File: src/sbus_defines.svh
`ifndef SBUS_DEFINES_SVH
`define SBUS_DEFINES_SVH

// Memory word as carried on the SBUS
`define WORD_WIDTH 36

// Physical address from the MBOX
`define ADR_WIDTH 22

// Low address bits decoded by the storage module
// Upper bits alias onto the same 256 words
`define STORE_ADR_BITS 8

// Cycles from request acceptance to the data-valid pulse
// Must be at least 2 so data-valid never overlaps ackn
`define READ_LATENCY 3

`endif

File: src/sbusPkg.sv
`include "sbus_defines.svh"

package sbusPkg;

  // One memory word without parity
  typedef logic [`WORD_WIDTH-1:0] wordT;

  // Physical address as held by the translator
  typedef logic [`ADR_WIDTH-1:0] adrT;

  // MBOX outputs for one cable
  typedef struct packed {
    logic memRq;
    logic rdRq;
    logic wrRq;
    // Loads the translator address register while high
    logic adrHold;
    adrT  pa;
    logic memAdrPar;
    wordT mb;
    logic memPar;
  } mboxReqT;

  // MBOX inputs for one cable
  typedef struct packed {
    logic memAckn;
    logic memDataValid;
    wordT memDataIn;
    logic memParIn;
    // Bad parity on read data
    logic memError;
    logic memAdrParErr;
  } mboxRspT;

  // Request side of the SBUS
  typedef struct packed {
    logic rq;
    logic rdRq;
    logic wrRq;
    adrT  adr;
    logic adrPar;
    wordT d;
    logic dataPar;
  } sbusReqT;

  // Response side of the SBUS, driven by storage
  typedef struct packed {
    logic ackn;
    logic dataValid;
    wordT d;
    logic dataPar;
    logic adrParErr;
  } sbusRspT;

endpackage

File: src/mbusTranslator.sv
`timescale 1ns/1ns

// Cable-side bus translator between one MBOX and the shared SBUS
// Address is held in a register, everything else passes straight through
module mbusTranslator (
  input  logic             sbusClk,
  input  logic             rstN,
  input  sbusPkg::mboxReqT mbox,
  output sbusPkg::mboxRspT mboxRsp,
  output sbusPkg::sbusReqT sbus,
  input  sbusPkg::sbusRspT sbusRsp
);

  // Held physical address
  sbusPkg::adrT adrReg;

  // Direction of the data path, toward memory on writes
  logic dataToMem;

  // Odd parity check result on returned data
  logic readParOk;

  // Address hold register
  // MBOX raises adrHold ahead of memRq so adr is valid by the request
  always_ff @(posedge sbusClk or negedge rstN) begin
    if (!rstN) begin
      adrReg <= '0;
    end else if (mbox.adrHold) begin
      adrReg <= mbox.pa;
    end
  end

  assign dataToMem = mbox.wrRq;

  // Request strobes and address toward the SBUS
  always_comb begin
    sbus.rq     = mbox.memRq;
    sbus.rdRq   = mbox.rdRq;
    sbus.wrRq   = mbox.wrRq;
    sbus.adr    = adrReg;
    sbus.adrPar = mbox.memAdrPar;
    // Write data only goes out on a write
    sbus.d       = '0;
    sbus.dataPar = 1'b0;
    if (dataToMem) begin
      sbus.d       = mbox.mb;
      sbus.dataPar = mbox.memPar;
    end
  end

  // Word and parity bit together must hold an odd number of ones
  assign readParOk = ^{sbusRsp.d, sbusRsp.dataPar};

  // Responses back toward the MBOX
  always_comb begin
    mboxRsp.memAckn      = sbusRsp.ackn;
    mboxRsp.memDataValid = sbusRsp.dataValid;
    mboxRsp.memAdrParErr = sbusRsp.adrParErr;
    // Flagged in the same cycle as data-valid
    mboxRsp.memError     = sbusRsp.dataValid & ~readParOk;
    mboxRsp.memDataIn = '0;
    mboxRsp.memParIn  = 1'b0;
    if (!dataToMem) begin
      mboxRsp.memDataIn = sbusRsp.d;
      mboxRsp.memParIn  = sbusRsp.dataPar;
    end
  end

  // Exactly one direction per request
  assert property (@(posedge sbusClk) disable iff (!rstN)
    mbox.memRq |-> !(mbox.rdRq && mbox.wrRq))
    else $error("mbusTranslator: rdRq and wrRq both high");

  // memRq is a level that holds until the ackn pulse comes back
  assert property (@(posedge sbusClk) disable iff (!rstN)
    (mbox.memRq && !sbusRsp.ackn) |=> mbox.memRq)
    else $error("mbusTranslator: memRq dropped before memAckn");

endmodule

File: config.mk
export PLATFORM = sky130hd
export DESIGN_NAME = mbusTranslator
export DESIGN_NICKNAME = d
export VERILOG_FILES = /design/src/sbusPkg.sv /design/src/mbusTranslator.sv
export VERILOG_INCLUDE_DIRS = /design/src /design/src/src
export SDC_FILE = /design/constraint.sdc
export NUM_CORES = 1
export LEC_CHECK = 0
export ABC_AREA = 1
export BUFFER_PORTS_ARGS = -buffer_cell sky130_fd_sc_hd__buf_4
export CORE_MARGIN = 3
export CORE_UTILIZATION = 30
export DETAILED_ROUTE_END_ITERATION = 8
export GPL_TIMING_DRIVEN = 1
export PLACE_DENSITY_LB_ADDON = 0.08
export SYNTH_ARGS = -nofsm -noshare
export SYNTH_HDL_FRONTEND = slang
export SYNTH_SLANG_ARGS = --single-unit
File: constraint.sdc
create_clock -name sbusClk -period 2.9 [get_ports sbusClk]
set_input_delay 0.29 -clock sbusClk [delete_from_list [all_inputs] [get_ports sbusClk]]
set_output_delay 0.29 -clock sbusClk [all_outputs]
set_load 0.01 [all_outputs]
==> reports/qor.csv <==
metric;value;unit
end-of-flow core utilization;56.26;%
row cnt;29;
Post-CTS Resized;0;
Post-synth top cells;nand2_1, inv_1, nor2_1;
Post-Place Cells;630;
Iteration-0 DRC Markers;46;
delay-heaviest family, CP;simple AND/OR/NAND/NOR gates;
GPL Wtd Cong;0.7869;
Max Cap Violations;0;
syn_nets;461;
DR vias/cell;4.079;
CORE AREA;6568;um^2
crit path max fanout;3;
CTS tree;built;
Largest Register;adrReg;
total global routing overflow;0;
Post-Syn Area;2112;um^2
CP max stage cell;nor2_1;
worst path required time;2.61;ns
area leader, netlist;dfrtp_1;
sum of negative setup slack;0;ns
Worst-Skew Late Latency;0.25;ns
fraction of layout cells with a size suffix above 1;43.17;%
initial antenna violation count;0;
Max Root-Sink Buffers;2;
commonest register cell after synthesis;dfrtp_1;
DIE AREA;8083;um^2
Unique masters post-synth;14;
Yosys warning total;0;
non-filler cells, final;635;
Worst Skew;0;ns
I/O Pins;210;
Syn-to-layout area delta;74.94;%
detailed placement HPWL;5985;um
Peak VDD IR;0.3840;mV
port buffer count;199;
largest net degree at the start of global routing;76;
first-pass GRT wire length;11070;um
Worst Tran Pin Value;0.6816;ns
H-tree Lvls;1;
hold_buf cts;1;
n_diodes;0;
crit path capture type;primary output;
kind of critical path;in -> out;
min Tclk post-route;1.761;ns
Post-route DRC;0;
pwr dens;305.1;nW/um^2
die height;89.91;um
Root Buffer;clkbuf_8;
Seq/Total Area, Yosys;26.07;%
via count;2590;
clock sinks;22;
Die Wd;89.91;um
Antenna Nets Post-Route;0;
CP dominant cell by count;nand2_1;
Synth top area share;26.07;%
WL/cell;10.97;um
Final Hold Fails;0;
leading registers by flop count;adrReg x22;
status;finished clean;
LEAKAGE;2.434;nW
final setup vio count;0;
Synth Area per Inst;5.949;um^2
Max Freq;567.8;MHz
WL final;6964;um
Initial Utilization;32.16;%
DRT Pass-1 Iters;4;
vias in the first global route;2507;
GRT Util Overall;16.09;%
CTS Buf Count;3;
register bit total from synthesis;22;
setup bufs post-CTS;0;
worst hold path class;in -> reg;
EDFF count, synth;0;
top-count cell post-synth;nand2_1;
fin nets;649;
Slew HR;54.56;%
crit share post-route;60.73;%
Async SR Flop Fraction;100.0;%
synth top area cells;dfrtp_1, nand2_1, inv_1;
CTS clk-pin slew, worst paths;0.08;ns
CP max stage delay;0.16;ns
max reg flops;22;
RSZ-0062 raised after global routing;no;
Bufs and invs on worst path;3;
final max-slew violation count;0;
CP cell instances;buf_4, nor2_1, inv_2, nand2_1, nand2_1, nand2_1, nand2_1, nand2_1, nand2_1, nand2_2, nand2_2, a21oi_1, nor2_1, buf_4;
Syn Inst Count;355;
critical path arrival;1.47;ns
crit path launch type;primary input;
==> final timing paths <==
path / from / end / slack (ns) / depth (start not counted)
max: sbusRsp[16] / mboxRsp[1] / 1.14 / 14
min in group asynchronous: rstN / adrReg[20]$_DFFE_PN0P_ / 0.44 / 2
min reg2reg: adrReg[4]$_DFFE_PN0P_ / adrReg[4]$_DFFE_PN0P_ / 0.51 / 1
min: mbox[49] / adrReg[11]$_DFFE_PN0P_ / 0.26 / 2
max reg2reg: adrReg[9]$_DFFE_PN0P_ / adrReg[9]$_DFFE_PN0P_ / 2.13 / 1
max in group asynchronous: rstN / adrReg[8]$_DFFE_PN0P_ / 2.24 / 2
==> report_power, final <==
group	switching, mW	internal [mW]
clock	0.0943	0.121
sequential	0.0162	0.337
combinational	0.265	0.293
total	0.376	0.752
==> cells by family (layout without fill, tap and decap cells) <==
| group | after synthesis | count (layout) | synth area share (%) |
|---|---|---|---|
| DFF | 22 | 22 | 26.07 |
| and+or+nand+nor | 190 | 190 | 34.30 |
| AOI/OAI and AO/OA | 1 | 1 | 0.2367 |
| muxes | 22 | 22 | 11.73 |
| xor gates and xnor gates | 21 | 21 | 8.708 |
| buffers and inverters | 99 | 286 | 18.96 |
==> per-stage QoR <==
stage          setup WS (ns)  area (um^2)  hold WS, ns  total power [mW]
2_1_floorplan          1.405         2112    -0.005591            0.6321
3_3_place_gp           1.159         3630       0.1988            0.9136
3_5_place_dp           1.140         3630       0.1931            0.9237
4_1_cts                1.133         3695       0.2540             1.143
5_1_grt               0.9363         3695       0.2482             1.212
6_report               1.139         3695       0.2615             1.127
==> per-layer routing <==
metal | track usage [%] | part of all wire, % | up-vias
li1 | - | - | 1370
met1 | 15.06 | 34 | 1109
met3 | 6.594 | 11 | 6
met4 | 3.316 | 0.76 | 0
met5 | 0 | 0 | -
met2 | 32.33 | 54 | 105
==> placed cells by master, fill, tap and decap left out <==
cell and instances:
xor2_1 11, a21oi_1 1, nand3_2 1, inv_2 6
dlygate4sd3_1 1, clkbuf_8 4, xnor2_1 10, inv_1 76
nor2_1 42, dfrtp_1 22, buf_4 199, mux2_2 22
nand2_2 2, nand2_1 145
==> area by class of cell <==
class	instances	area, um^2
Clock buffer	4	55.05
Fill cell	648	2873
Inverter	82	307.8
Multi-Input combinational cell	234	1161
Sequential cell	22	550.5
Tap cell	93	116.4
Timing Repair Buffer	200	1504
No activity file was read; power rests on OpenSTA's default activity.
