==> config.mk <==
export PLATFORM = sky130hd
export DESIGN_NAME = sbusArbiter
export DESIGN_NICKNAME = d
export VERILOG_FILES = /design/src/sbusPkg.sv /design/src/sbusArbiter.sv
export VERILOG_INCLUDE_DIRS = /design/src /design/src/src
export SDC_FILE = /design/constraint.sdc
export NUM_CORES = 1
export LEC_CHECK = 0
export BUFFER_PORTS_ARGS = -buffer_cell sky130_fd_sc_hd__buf_2
export CORE_AREA = 2 2 120 122
export DETAILED_ROUTE_END_ITERATION = 6
export DIE_AREA = 0 0 122 124
export GPL_ROUTABILITY_DRIVEN = 0
export SLEW_MARGIN = 20
export SYNTH_ARGS = -nofsm -noshare
export SYNTH_HDL_FRONTEND = slang
export SYNTH_SLANG_ARGS = --single-unit
==> constraint.sdc <==
create_clock -name sbusClk -period 1.7 [get_ports sbusClk]
set_input_delay 0.17 -clock sbusClk [delete_from_list [all_inputs] [get_ports sbusClk]]
set_output_delay 0.17 -clock sbusClk [all_outputs]
set_load 0.03 [all_outputs]
==> src/sbus_defines.svh <==
`ifndef SBUS_DEFINES_SVH
`define SBUS_DEFINES_SVH

// Memory word as carried on the SBUS
`define WORD_WIDTH 36

// Physical address from the MBOX
`define ADR_WIDTH 22

// Low address bits decoded by the storage module
// Upper bits alias onto the same 256 words
`define STORE_ADR_BITS 8

// Cycles from request acceptance to the data-valid pulse
// Must be at least 2 so data-valid never overlaps ackn
`define READ_LATENCY 3

`endif

==> src/sbusPkg.sv <==
`include "sbus_defines.svh"

package sbusPkg;

  // One memory word without parity
  typedef logic [`WORD_WIDTH-1:0] wordT;

  // Physical address as held by the translator
  typedef logic [`ADR_WIDTH-1:0] adrT;

  // MBOX outputs for one cable
  typedef struct packed {
    logic memRq;
    logic rdRq;
    logic wrRq;
    // Loads the translator address register while high
    logic adrHold;
    adrT  pa;
    logic memAdrPar;
    wordT mb;
    logic memPar;
  } mboxReqT;

  // MBOX inputs for one cable
  typedef struct packed {
    logic memAckn;
    logic memDataValid;
    wordT memDataIn;
    logic memParIn;
    // Bad parity on read data
    logic memError;
    logic memAdrParErr;
  } mboxRspT;

  // Request side of the SBUS
  typedef struct packed {
    logic rq;
    logic rdRq;
    logic wrRq;
    adrT  adr;
    logic adrPar;
    wordT d;
    logic dataPar;
  } sbusReqT;

  // Response side of the SBUS, driven by storage
  typedef struct packed {
    logic ackn;
    logic dataValid;
    wordT d;
    logic dataPar;
    logic adrParErr;
  } sbusRspT;

endpackage

==> src/sbusArbiter.sv <==
`timescale 1ns/1ns

// Round-robin owner of the single SBUS
// Grant holds from request to completion of the whole transfer
module sbusArbiter (
  input  logic             sbusClk,
  input  logic             rstN,
  input  sbusPkg::sbusReqT req0,
  input  sbusPkg::sbusReqT req1,
  output sbusPkg::sbusRspT rsp0,
  output sbusPkg::sbusRspT rsp1,
  output sbusPkg::sbusReqT bus,
  input  sbusPkg::sbusRspT busRsp
);

  // One-hot grant register, bit n for cable n
  logic [1:0] grant;
  // Cable served by the last completed transfer
  logic lastServed;
  // Granted transfer is a read, waits for data-valid
  logic isRead;
  logic [1:0] newGrant;
  logic [1:0] grantNow;
  logic done;

  // Pick for an idle bus, the other cable wins a tie
  always_comb begin
    newGrant = 2'b00;
    if (req0.rq && req1.rq) begin
      newGrant = lastServed ? 2'b01 : 2'b10;
    end else if (req0.rq) begin
      newGrant = 2'b01;
    end else if (req1.rq) begin
      newGrant = 2'b10;
    end
  end

  // Idle bus grants in the same cycle the request appears
  assign grantNow = (grant != 2'b00) ? grant : newGrant;

  // Writes and address errors finish on ackn, reads on data-valid
  assign done = (grant != 2'b00) &&
                ((busRsp.ackn && (!isRead || busRsp.adrParErr)) || busRsp.dataValid);

  always_ff @(posedge sbusClk or negedge rstN) begin
    if (!rstN) begin
      grant      <= 2'b00;
      lastServed <= 1'b1;
      isRead     <= 1'b0;
    end else if (done) begin
      grant      <= 2'b00;
      lastServed <= grant[1];
    end else if (grant == 2'b00 && newGrant != 2'b00) begin
      grant  <= newGrant;
      isRead <= newGrant[1] ? req1.rdRq : req0.rdRq;
    end
  end

  // Request mux and response demux
  assign bus  = grantNow[1] ? req1 : (grantNow[0] ? req0 : '0);
  assign rsp0 = grantNow[0] ? busRsp : '0;
  assign rsp1 = grantNow[1] ? busRsp : '0;

  assert property (@(posedge sbusClk) disable iff (!rstN)
    $onehot0(grantNow))
    else $error("sbusArbiter: both cables granted");

endmodule

==> impl_metrics.sql <==
INSERT INTO impl_metrics (metric_group, metric, value, unit) VALUES
('outcome', 'run_status', 'complete, but fails checks', ''),
('outcome', 'failed_checks', 'negative setup slack', ''),
('setup_path', 'rrSetupSlack', '0.31', 'ns'),
('setup_path', 'reg2reg_to', 'grant[1]', ''),
('floorplanning', 'initial_utilization', '10.3', '%'),
('synthesis', 'synthDistinctLibCells', '23', ''),
('cts', 'clk_pin_slew_worst_paths', '0.03', 'ns'),
('drt', 'detailroute.via_count', '2887', ''),
('synthesis', 'synthCells', '189', ''),
('floorplanning', 'die_width', '122', 'um'),
('setup_path', 'slowest_cell_on_the_critical_path', 'sky130_fd_sc_hd__dfstp_2', ''),
('sta', 'worst_setup_margin', '-0.226', 'ns'),
('floorplanning', 'die_height', '124', 'um'),
('setup_path', 'cp.depth', '5', ''),
('sta', 'post-route-min-period', '1.93', 'ns'),
('setup_path', 'family_with_the_most_delay_on_the_worst_path', 'compound AO/OA/AOI/OAI gates', ''),
('floorplanning', 'floorplan.core_area', '0.0137', 'mm^2'),
('final_layout', 'area_delta_synth_final', '222', '%'),
('pwr', 'p_seq_share', '2.0', '%'),
('drt', 'detailedRoute.firstPassIterationCount', '4', ''),
('global_routing', 'grt.total_usage', '11.6', '%'),
('place', 'dp_hpwl', '7380', 'um'),
('drt', 'post_drt_wl_per_cell', '17.3', 'um'),
('setup_path', 'number_of_cell_instances_on_the_worst_register_to_register_path', '4', ''),
('sta', 'finalHoldViolations', '0', ''),
('synthesis', 'leading_area_contributor_after_synthesis', 'sky130_fd_sc_hd__a22o_1', ''),
('sta', 'fmax', '0.519', 'GHz'),
('pwr', 'power_frac_clock', '3.7', '%'),
('cts', 'clock_latency', '0.23', 'ns'),
('pwr', 'p_leak', '2.49', 'nW'),
('global_routing', 'number_of_antenna_violations_at_the_first_check_in_global_routing', '0', ''),
('final_layout', 'postLayoutCellArea', '0.00457', 'mm^2'),
('global_routing', 'grt_first_pass_wirelength', '13700', 'um'),
('cts', 'longest_clk_path_bufs', '2', ''),
('pwr', 'irDropWorstVdd', '0.00124', 'V'),
('global_routing', 'grt_start_max_net_pins', '47', ''),
('drt', 'final_antenna_net_count', '0', ''),
('run', 'max-cap-violations', '0', ''),
('final_layout', 'n_fill_cell', '1412', ''),
('global_routing', 'grt_pass1_vias', '2595', ''),
('synthesis', 'post_synth_main_area_contributors', 'sky130_fd_sc_hd__a22o_1 (38%), sky130_fd_sc_hd__nor2b_1 (19%), sky130_fd_sc_hd__and2_1 (18%)', ''),
('cts', 'htreeDepth', '1', ''),
('synthesis', 'synth.yosys.warnings', '0', ''),
('setup_path', 'critical_path.reg2reg.startpoint', 'lastServed', ''),
('final_layout', 'layout.nets', '682', ''),
('place', 'placement.cell_area', '0.00317', 'mm^2'),
('synthesis', 'synth.net_count', '357', ''),
('setup_path', 'worstPathBufferInverterCount', '2', ''),
('pwr', 'netSwitchingFraction', '53.4', '%'),
('sta', 'grt_setup_unrepaired', 'true', ''),
('cts', 'cts_inserted_buffers', '3', ''),
('floorplanning', 'design.portCount', '311', ''),
('synthesis', 'postSynthAreaPerCell', '7.49', 'um^2'),
('sta', 'worst_slew_margin_rel', '79.7', '%'),
('drt', 'drt-initial-drc-count', '86', ''),
('setup_path', 'critPathArrivalTime', '1.76', 'ns'),
('setup_path', 'cp_slowest_stage_delay', '0.58', 'ns'),
('synthesis', 'synth_seq_cells', '4', ''),
('final_layout', 'drive_above_1_share', '74.1', '%'),
('synthesis', 'portion_of_synthesized_cell_area_occupied_by_the_leading_cell_type', '38.3', '%'),
('sta', 'finalSetupViolations', '142', ''),
('drt', 'avgViaCountPerCell', '4.17', ''),
('pwr', 'power_per_cell_area', '2300', 'mW/mm^2'),
('cts', 'clk_root_buffer_cell', 'sky130_fd_sc_hd__clkbuf_16', ''),
('floorplanning', 'placement_rows', '43', ''),
('floorplanning', 'design.die.area', '0.0151', 'mm^2'),
('sta', 'finalClockSkew', '0.00136', 'ns'),
('final_layout', 'antenna_cells_inserted', '0', ''),
('pwr', 'total_switching_power', '5.61', 'mW'),
('sta', 'finalCritPeriodShare', '113', '%'),
('cts', 'cts_tree', 'yes', '');
[cells in the final DEF, fill, tap and decap left out, types with 2 or more instances in the layout]
master,Yosys,routed
sky130_fd_sc_hd__buf_6,3,93
sky130_fd_sc_hd__buf_4,1,19
sky130_fd_sc_hd__buf_12,0,7
sky130_fd_sc_hd__o21a_4,0,2
sky130_fd_sc_hd__nand2b_1,4,2
sky130_fd_sc_hd__dfrtp_1,3,3
sky130_fd_sc_hd__nand2_1,2,2
sky130_fd_sc_hd__nand2b_4,0,2
sky130_fd_sc_hd__buf_16,0,4
sky130_fd_sc_hd__nor2b_1,42,14
sky130_fd_sc_hd__a21oi_1,2,2
sky130_fd_sc_hd__clkbuf_16,0,10
sky130_fd_sc_hd__and2_1,40,40
sky130_fd_sc_hd__nor2b_4,0,28
sky130_fd_sc_hd__a22o_1,62,61
sky130_fd_sc_hd__buf_2,15,207
sky130_fd_sc_hd__a21o_4,0,2
[cell families (layout without fill, tap and decap cells)]
| group | Yosys count | after routing | synth area share [%] |
|---|---|---|---|
| and+or+nand+nor | 89 | 89 | 38.8 |
| muxes | 1 | 1 | 0.707 |
| DFF | 4 | 4 | 7.16 |
| buffers and inverters | 22 | 344 | 9.01 |
| AOI/OAI and AO/OA | 73 | 75 | 44.3 |
[per-stage QoR]
step	hold WS [ns]	setup WS [ns]	TNS [ns]	std cells	total power, mW
after floorplan	-0.126	0.104	0	189	4.90
after global placement	-0.0194	0.00151	0	665	6.69
after detailed placement	-0.0180	-0.0155	-0.0244	665	6.68
after CTS	0.310	-0.180	-19.49	680	9.20
after global routing	0.319	-0.247	-27.72	693	11.0
final	0.303	-0.226	-22.10	693	10.5
[power groups by stage]
stage | registers, mW | clock network [mW] | logic [mW]
after floorplan | 0.197 | 0 | 4.71
after global placement | 0.193 | 0 | 6.50
after detailed placement | 0.195 | 0 | 6.49
after CTS | 0.191 | 0.394 | 8.61
after global routing | 0.216 | 0.401 | 10.3
final | 0.208 | 0.387 | 9.91
[layout make-up]
class	count	area, um^2	share of cell area (%)
timing repair buffer	339	2680	58.6
inverter	1	3.75	0.0822
sequential	4	101	2.22
clock buffer	4	78.8	1.73
tap	180	225	4.93
multi-input combinational	165	1480	32.4
[registers in the layout, indices dropped and copies added, names as in the netlist]
signal / cells
isRead: 1
lastServed: 1
grant: 2
[cells in the mapped netlist]
library cell,count
sky130_fd_sc_hd__buf_6,3
sky130_fd_sc_hd__a21boi_2,1
sky130_fd_sc_hd__mux2i_1,1
sky130_fd_sc_hd__a22o_1,62
sky130_fd_sc_hd__nand2_1,2
sky130_fd_sc_hd__nor2_1,1
sky130_fd_sc_hd__dfrtp_1,3
sky130_fd_sc_hd__a211o_1,1
sky130_fd_sc_hd__o21ai_2,1
sky130_fd_sc_hd__o21a_1,1
sky130_fd_sc_hd__dfstp_2,1
sky130_fd_sc_hd__inv_2,1
sky130_fd_sc_hd__a21boi_1,1
sky130_fd_sc_hd__o31ai_1,1
sky130_fd_sc_hd__o41ai_1,1
sky130_fd_sc_hd__nand2b_1,4
sky130_fd_sc_hd__a21o_1,2
sky130_fd_sc_hd__buf_4,1
sky130_fd_sc_hd__nor2b_1,42
sky130_fd_sc_hd__and2_1,40
sky130_fd_sc_hd__buf_2,15
sky130_fd_sc_hd__clkbuf_1,2
sky130_fd_sc_hd__a21oi_1,2
[how the worst min path moves through the flow]
| stage | startpoint | end | slack (ns) | depth (start not counted) |
|---|---|---|---|---|
| finish | rstN | isRead | 0.30 | 2 |
| global placement | rstN | grant[0] | -0.02 | 1 |
| CTS | rstN | grant[1] | 0.31 | 2 |
| global route | busRsp[38] | grant[0] | 0.32 | 3 |
| floorplan | rstN | grant[0] | -0.13 | 0 |
| detailed placement | rstN | grant[0] | -0.02 | 1 |
[routing by layer]
layer  global-route usage, %  up-vias  wire [um]
li1                        -     1353          -
met1                    14.0     1339       4670
met2                    22.5      191       6480
met3                    1.37        4        814
met4                    1.72        0         49
met5                       0        -          0
[worst reg2reg max path: cells and delay by family (launching register included)]
family / cells / cell delay, ns
flops: 1 / 0.58
compound gates: 3 / 0.51
buf+inv: 1 / 0.18
[timing repair]
item,in CTS,in global routing
setup buffers,4,3
setup endpoints to repair,142,142
cloned,6,12
gates resized for setup,178,85
pin swaps,15,55
hold endpoints to repair,4,0
hold buffers,1,0
Power figures use the tool's default switching activity.
